[src/verilog/apmu_pkg.sv]
package apmu_pkg;

  // Field widths
  localparam int unsigned ADDR_WIDTH        = 64;
  localparam int unsigned SRC_ID_WIDTH      = 4;
  localparam int unsigned REGION_IDX_WIDTH  = 1;
  localparam int unsigned EVENT_WIDTH       = 2;
  localparam int unsigned COUNTER_WIDTH     = 16;
  localparam int unsigned COUNTER_IDX_WIDTH = REGION_IDX_WIDTH + EVENT_WIDTH;

  typedef logic [ADDR_WIDTH-1:0]        addr_t;
  typedef logic [SRC_ID_WIDTH-1:0]      src_id_t;
  typedef logic [REGION_IDX_WIDTH-1:0]  region_idx_t;
  // Bit 1 write, bit 0 miss
  typedef logic [EVENT_WIDTH-1:0]       llc_event_t;
  typedef logic [COUNTER_WIDTH-1:0]     counter_t;
  // Region in the upper bit, event code below
  typedef logic [COUNTER_IDX_WIDTH-1:0] counter_idx_t;

  // Event code layout
  localparam int unsigned EVENT_WRITE_BIT = 1;
  localparam int unsigned EVENT_MISS_BIT  = 0;

  // Region indices
  localparam region_idx_t REGION_DEBUG = 1'b0;
  localparam region_idx_t REGION_HYAXI = 1'b1;

  // Address map, both rules half-open
  localparam addr_t DEBUG_BASE   = 64'h0000_0000_0000_0000;
  localparam addr_t HYAXI_BASE   = 64'h0000_0000_8000_0000;
  localparam addr_t HYAXI_LENGTH = 64'h0000_0000_4000_0000;
  localparam addr_t HYAXI_END    = HYAXI_BASE + HYAXI_LENGTH;

  // Counted source IDs, inclusive window
  localparam src_id_t SRC_ID_START = 4'd2;
  localparam src_id_t SRC_ID_END   = 4'd13;

  // Counter bank
  localparam int unsigned NUM_REGIONS = 2;
  localparam int unsigned NUM_EVENTS  = 4;
  localparam int unsigned NUM_COUNTER = NUM_REGIONS * NUM_EVENTS;

  localparam counter_t PMU_IRQ_THRESHOLD = 16'd8;

endpackage

[src/verilog/spu_region_match.sv]
`timescale 1ns/1ps

module spu_region_match (
  input  logic                  clk_i,
  input  logic                  rst_i,
  input  logic                  acc_valid_i,
  input  apmu_pkg::addr_t       acc_addr_i,
  output logic                  region_valid_o,
  output apmu_pkg::region_idx_t region_idx_o
);

  logic                  hit_debug;
  logic                  hit_hyaxi;
  logic                  hit_any;
  apmu_pkg::region_idx_t hit_idx;

  // Rule 0 covers the debug and peripheral space below the HyperRAM window
  always_comb begin
    hit_debug = (acc_addr_i >= apmu_pkg::DEBUG_BASE) &&
                (acc_addr_i <  apmu_pkg::HYAXI_BASE);
  end

  // Rule 1 is the HyperRAM window
  always_comb begin
    hit_hyaxi = (acc_addr_i >= apmu_pkg::HYAXI_BASE) &&
                (acc_addr_i <  apmu_pkg::HYAXI_END);
  end

  // Rules are disjoint, so the order only matters for the encoding
  always_comb begin
    hit_any = hit_debug || hit_hyaxi;
    if (hit_hyaxi) begin
      hit_idx = apmu_pkg::REGION_HYAXI;
    end else begin
      hit_idx = apmu_pkg::REGION_DEBUG;
    end
  end

  always_ff @(posedge clk_i) begin
    if (rst_i) begin
      region_valid_o <= 1'b0;
    end else begin
      region_valid_o <= acc_valid_i && hit_any;
    end
  end

  // Index only meaningful alongside the strobe
  always_ff @(posedge clk_i) begin
    if (acc_valid_i && hit_any) begin
      region_idx_o <= hit_idx;
    end
  end

endmodule

[src/verilog/llc_event_filter.sv]
`timescale 1ns/1ps

module llc_event_filter (
  input  logic                 clk_i,
  input  logic                 rst_i,
  input  logic                 acc_valid_i,
  input  apmu_pkg::src_id_t    acc_id_i,
  input  logic                 acc_write_i,
  input  logic                 acc_hit_i,
  output logic                 event_valid_o,
  output apmu_pkg::llc_event_t event_code_o
);

  logic                 id_in_window;
  apmu_pkg::llc_event_t code;

  // Same source ID window as the cache, both ends counted
  always_comb begin
    id_in_window = (acc_id_i >= apmu_pkg::SRC_ID_START) &&
                   (acc_id_i <= apmu_pkg::SRC_ID_END);
  end

  always_comb begin
    code = '0;
    code[apmu_pkg::EVENT_WRITE_BIT] = acc_write_i;
    code[apmu_pkg::EVENT_MISS_BIT]  = ~acc_hit_i;
  end

  // One cycle, lines up with the region classifier
  always_ff @(posedge clk_i) begin
    if (rst_i) begin
      event_valid_o <= 1'b0;
    end else begin
      event_valid_o <= acc_valid_i && id_in_window;
    end
  end

  always_ff @(posedge clk_i) begin
    if (acc_valid_i && id_in_window) begin
      event_code_o <= code;
    end
  end

endmodule

[src/verilog/pmu_counter_bank.sv]
`timescale 1ns/1ps

module pmu_counter_bank (
  input  logic                               clk_i,
  input  logic                               rst_i,
  input  logic                               region_valid_i,
  input  apmu_pkg::region_idx_t              region_idx_i,
  input  logic                               event_valid_i,
  input  apmu_pkg::llc_event_t               event_code_i,
  input  logic                               rd_valid_i,
  input  apmu_pkg::counter_idx_t             rd_idx_i,
  output logic                               rd_valid_o,
  output apmu_pkg::counter_t                 rd_data_o,
  output logic [apmu_pkg::NUM_COUNTER-1:0]   irq_o
);

  apmu_pkg::counter_t                 cnt_q [apmu_pkg::NUM_COUNTER];
  apmu_pkg::counter_t                 cnt_next [apmu_pkg::NUM_COUNTER];
  apmu_pkg::counter_idx_t             inc_idx;
  logic                               inc_en;
  logic [apmu_pkg::NUM_COUNTER-1:0]   inc_hit;
  logic [apmu_pkg::NUM_COUNTER-1:0]   rd_hit;

  // Count only when address and source ID both qualify
  assign inc_en  = region_valid_i && event_valid_i;
  assign inc_idx = {region_idx_i, event_code_i};

  always_comb begin
    for (int k = 0; k < apmu_pkg::NUM_COUNTER; k++) begin
      inc_hit[k]  = inc_en && (inc_idx == apmu_pkg::counter_idx_t'(k));
      rd_hit[k]   = rd_valid_i && (rd_idx_i == apmu_pkg::counter_idx_t'(k));
      cnt_next[k] = cnt_q[k] + apmu_pkg::counter_t'(1);
    end
  end

  // Counters wrap at the counter width
  always_ff @(posedge clk_i) begin
    if (rst_i) begin
      for (int k = 0; k < apmu_pkg::NUM_COUNTER; k++) begin
        cnt_q[k] <= '0;
      end
      irq_o <= '0;
    end else begin
      for (int k = 0; k < apmu_pkg::NUM_COUNTER; k++) begin
        if (rd_hit[k]) begin
          // Read clears, a coinciding increment restarts at one
          if (inc_hit[k]) begin
            cnt_q[k] <= apmu_pkg::counter_t'(1);
          end else begin
            cnt_q[k] <= '0;
          end
          irq_o[k] <= 1'b0;
        end else if (inc_hit[k]) begin
          cnt_q[k] <= cnt_next[k];
          // Sticky until the counter is read
          if (cnt_next[k] == apmu_pkg::PMU_IRQ_THRESHOLD) begin
            irq_o[k] <= 1'b1;
          end
        end
      end
    end
  end

  // Read port sees the value before this edge's update
  always_ff @(posedge clk_i) begin
    if (rst_i) begin
      rd_valid_o <= 1'b0;
    end else begin
      rd_valid_o <= rd_valid_i;
    end
  end

  always_ff @(posedge clk_i) begin
    if (rd_valid_i) begin
      rd_data_o <= cnt_q[rd_idx_i];
    end
  end

endmodule

[src/verilog/apmu_top.sv]
`timescale 1ns/1ps

module apmu_top (
  input  logic                               clk_i,
  input  logic                               rst_i,
  input  logic                               acc_valid_i,
  input  apmu_pkg::addr_t                    acc_addr_i,
  input  apmu_pkg::src_id_t                  acc_id_i,
  input  logic                               acc_write_i,
  input  logic                               acc_hit_i,
  input  logic                               rd_valid_i,
  input  apmu_pkg::counter_idx_t             rd_idx_i,
  output logic                               rd_valid_o,
  output apmu_pkg::counter_t                 rd_data_o,
  output logic [apmu_pkg::NUM_COUNTER-1:0]   irq_o
);

  logic                  region_valid;
  apmu_pkg::region_idx_t region_idx;
  logic                  event_valid;
  apmu_pkg::llc_event_t  event_code;

  // Address side, SPU rules
  spu_region_match i_region_match (
    .clk_i          ( clk_i        ),
    .rst_i          ( rst_i        ),
    .acc_valid_i    ( acc_valid_i  ),
    .acc_addr_i     ( acc_addr_i   ),
    .region_valid_o ( region_valid ),
    .region_idx_o   ( region_idx   )
  );

  // Cache side, source ID window and hit or miss kind
  llc_event_filter i_event_filter (
    .clk_i         ( clk_i       ),
    .rst_i         ( rst_i       ),
    .acc_valid_i   ( acc_valid_i ),
    .acc_id_i      ( acc_id_i    ),
    .acc_write_i   ( acc_write_i ),
    .acc_hit_i     ( acc_hit_i   ),
    .event_valid_o ( event_valid ),
    .event_code_o  ( event_code  )
  );

  pmu_counter_bank i_counter_bank (
    .clk_i          ( clk_i        ),
    .rst_i          ( rst_i        ),
    .region_valid_i ( region_valid ),
    .region_idx_i   ( region_idx   ),
    .event_valid_i  ( event_valid  ),
    .event_code_i   ( event_code   ),
    .rd_valid_i     ( rd_valid_i   ),
    .rd_idx_i       ( rd_idx_i     ),
    .rd_valid_o     ( rd_valid_o   ),
    .rd_data_o      ( rd_data_o    ),
    .irq_o          ( irq_o        )
  );

endmodule

[config.mk]
export PLATFORM = sky130hd
export DESIGN_NAME = apmu_top
export DESIGN_NICKNAME = d
export VERILOG_FILES = /design/src/verilog/apmu_pkg.sv /design/src/verilog/spu_region_match.sv /design/src/verilog/llc_event_filter.sv /design/src/verilog/pmu_counter_bank.sv /design/src/verilog/apmu_top.sv
export SDC_FILE = /design/constraint.sdc
export NUM_CORES = 1
export LEC_CHECK = 0
export ABC_AREA = 1
export ABC_CLOCK_PERIOD_IN_PS = 2180
export BUFFER_PORTS_ARGS = -buffer_cell sky130_fd_sc_hd__buf_2
export CAP_MARGIN = 40
export CORE_ASPECT_RATIO = 1.1
export CORE_UTILIZATION = 47
export DETAILED_ROUTE_END_ITERATION = 16
export GPL_TIMING_DRIVEN = 0
export PLACE_DENSITY = 0.77
export SYNTH_ARGS = -nofsm -noshare
export SYNTH_HDL_FRONTEND = slang
export SYNTH_SLANG_ARGS = --single-unit
[constraint.sdc]
create_clock -name clk_i -period 2.18 [get_ports clk_i]
set_input_delay 0.327 -clock clk_i [delete_from_list [all_inputs] [get_ports clk_i]]
set_output_delay 0.327 -clock clk_i [all_outputs]
set_load 0.01 [all_outputs]
==> out/qor.txt <==
Primary FF master, synth -> edfxtp_1
Distinct cells, synth -> 36
HP Start -> acc_write_i
total wire length -> 27,960 um
Clock Sink Count -> 158
Nets -> 1,610
global route overflow -> 0
Comb power frac -> 9.8%
sequential share of the synthesized area -> 44.29%
Mapped Cells -> 1,428
reg2reg start -> i_region_match.region_idx_o
sequential share of power -> 50.5%
post-synthesis register bit count -> 158
Leak -> 4.869 nW
Final WS setup -> 0.1632 ns
First DRT Iteration DRCs -> 1,061
Hold Path Depth -> 1
first-pass GRT wire length -> 45,250 um
WL/cell -> 15.36 um
worst slack at placement -> -0.3048 ns
clock network power share -> 39.7%
PostCTS Resize Cnt -> 0
Max Cap Viol -> 0
synth cell count leaders -> nand2_1, nor2_1, inv_1, edfxtp_1, nand3_1
reg2reg end -> i_counter_bank.cnt_q[1][13]
H-tree levels -> 4
Worst EP arrival -> 2.09 ns
DIE AREA -> 22,860 um^2
area of the multi-input gates -> 4975 um^2
via count -> 9,990
worst hold path class -> in2reg
critical path data required time -> 2.25 ns
IO buf count -> 70
Setup TNS -> 0 ns
asr flop ratio synth -> 0%
Hold Path Sink -> i_event_filter.event_code_o[1]
Core Rows -> 56
syn_nets -> 1,521
Slew headroom -> 41.15%
area share of the largest cell type after synthesis -> 42.19%
Final Cycle Share -> 92.52%
leading area contributor after synthesis -> edfxtp_1
Internal -> 0.005276 W
initial antenna violation count -> 0
Sw Pwr -> 0.001918 W
largest family of logic cells by synthesized area -> simple AND/OR/NAND/NOR gates
Worst-Margin Slew -> 0.8803 ns
CTS hold repair buffers -> 0
Vias/cell -> 5.489
Mean Syn Cell Area -> 7.328 um^2
worst-skew pair later-pin latency -> 0.44 ns
core box area -> 21,580 um^2
Ys Warns -> 0
filler cell count -> 2,066
Crit Path Max Fanout -> 16
clock buffer depth -> 2
Starting Density -> 48.49%
register area -> 4634 um^2
Critical Path Source Type -> register
count leader, synth -> nand2_1
Area Growth Syn to Fin -> 12.20%
buffer count from post-CTS setup fixing -> 0
EDFF count, synth -> 147
largest net degree at the start of global routing -> 20
placed cells -> 1,788
Reg2Reg Setup Slack -> 0.16 ns
fmax -> 495.8 MHz
Synth Area in Simple Gates -> 36.67%
Die Wd -> 144.3 um
clk_skew -> 0.008366 ns
area share of fa/ha/maj cells after synthesis -> 1.913%
Synth Area in Compound Gates -> 8.239%
Clock transition at path regs -> 0.07 ns
hold_ws -> 0.06982 ns
ANT cells -> 0
RSZ-0062 raised after global routing -> no
Switching Share -> 26.67%
design area -> 11,740 um^2
Slew Viols, Final -> 0
antenna viol nets, final -> 0
Synth area leaders -> edfxtp_1, nand2_1, nor2_1
Tmin final -> 2.017 ns
Detailed Routing Iterations Pass 1 -> 6
I/O pin cnt -> 102
DPL Wire Length -> 21,740 um
layout cell share with drive strength beyond 1 -> 10.20%
Layout Cells excl Fill -> 1,820
post-synthesis xor/xnor area fraction -> 0.6696%
die span in y -> 158.5 um
vias in the first global route -> 9,265
mapped cell area -> 10,460 um^2
Worst Reg-to-Reg Cells -> 3
post-synthesis mux area share -> 0%
worst vdd ir -> 0.4830 mV
drt drc -> 0
CTS tree -> done
CP Class -> reg2reg
DP Area -> 11,180 um^2
CP startpoint -> i_region_match.region_idx_o
status -> complete, no violations
Final Setup Violations -> 0
Clk Tree Root Cell -> clkbuf_16
gp weighted congestion -> 1.002
Fin. Hold Viols -> 0
Power Density -> 612.8 nW/um^2
Total GRT Usage -> 25.92%
CTS Buf Count -> 17
CP endpoint kind -> register
power groups by stage:
stage               Clock [W]  Sequential, W  Combinational, W
detailed placement          0        0.00369          0.000689
finish                0.00286        0.00363          0.000704
CTS                   0.00287        0.00363          0.000693
global route          0.00299        0.00365          0.000788
floorplan                   0        0.00365          0.000443
global placement            0        0.00369          0.000677
worst max-delay path by stage:
stage / endpoint / slack [ns] / depth (start not counted)
after floorplan: i_counter_bank.cnt_q[6][0] / 0.56 / 3
after global placement: i_counter_bank.cnt_q[0][12] / -0.25 / 7
after detailed placement: i_counter_bank.cnt_q[0][15] / -0.30 / 7
after CTS: i_counter_bank.cnt_q[1][8] / 0.15 / 3
after global routing: i_counter_bank.cnt_q[2][10] / 0.04 / 3
final: i_counter_bank.cnt_q[1][13] / 0.16 / 3
final cells by class:
type                    instances  area share, %
plain buffers                  25         0.9272
clock buffers                  18          3.741
clock inverters                14          1.012
inverters                     200          6.395
multi-input cells            1045          42.37
flip-flops and latches        158          39.48
well taps                     290          3.091
repair buffers                 70          2.984
through the flow:
| step | power, W | utilization (%) |
|---|---|---|
| 2_1_floorplan | 0.004091 | - |
| 3_3_place_gp | 0.004365 | 51.79 |
| 3_5_place_dp | 0.004383 | 51.79 |
| 4_1_cts | 0.007195 | 54.38 |
| 5_1_grt | 0.007431 | 54.40 |
| 6_report | 0.007194 | 54.40 |
state kept, by name, indices dropped and copies added (netlist names):
name	cells
i_counter_bank.cnt_q	128
i_counter_bank.rd_data_o	16
i_counter_bank.irq_o	8
i_event_filter.event_code_o	2
i_counter_bank.rd_valid_o	1
i_event_filter.event_valid_o	1
i_region_match.region_idx_o	1
i_region_match.region_valid_o	1
worst max-delay path, cell delays in order (launching register included):
cell and delay, ns:
edfxtp_1 0.41, nor2_2 0.39, nand2_1 0.24, nand3_1 0.60
placed cells by master (no fill, tap or decap), types with 6 or more instances in the layout:
master      netlist  final
o21ai_0          27     27
nor3_1            8      8
buf_2            12     82
nor2_2            8      8
nand3_1         107    106
a221oi_1         15     15
ha_1             16     16
nand2_1         461    461
inv_1           199    199
nor2_1          208    208
nand3b_1         12     12
a21oi_1          43     43
nand3_2           6      7
o2111ai_1        15     15
clkinvlp_4        0      6
dfxtp_1          11     11
clkbuf_16         0     17
nor4_1           10     10
nand2_2           8      8
o22ai_1          15     15
edfxtp_1        147    147
clkbuf_1          9      9
nor2_4           16     16
nand4_1          38     38
xor2_1            7      7
per-layer routing:
layer / wire (um) / global-route usage [%] / vias up
met5: 0 / 0 / -
met4: 1396 / 13.93 / 0
met3: 1733 / 4.030 / 93
met2: 13290 / 43.69 / 417
met1: 11540 / 31.88 / 4570
li1: - / - / 4910
cells by family after synthesis:
family | Yosys count
AND/OR/NAND/NOR | 885
buffers and inverters | 225
flip-flops | 158
AO/OA/AOI/OAI | 136
adder cells (fa/ha/maj) | 16
XOR/XNOR | 8
(Power assumes the default switching activity.)
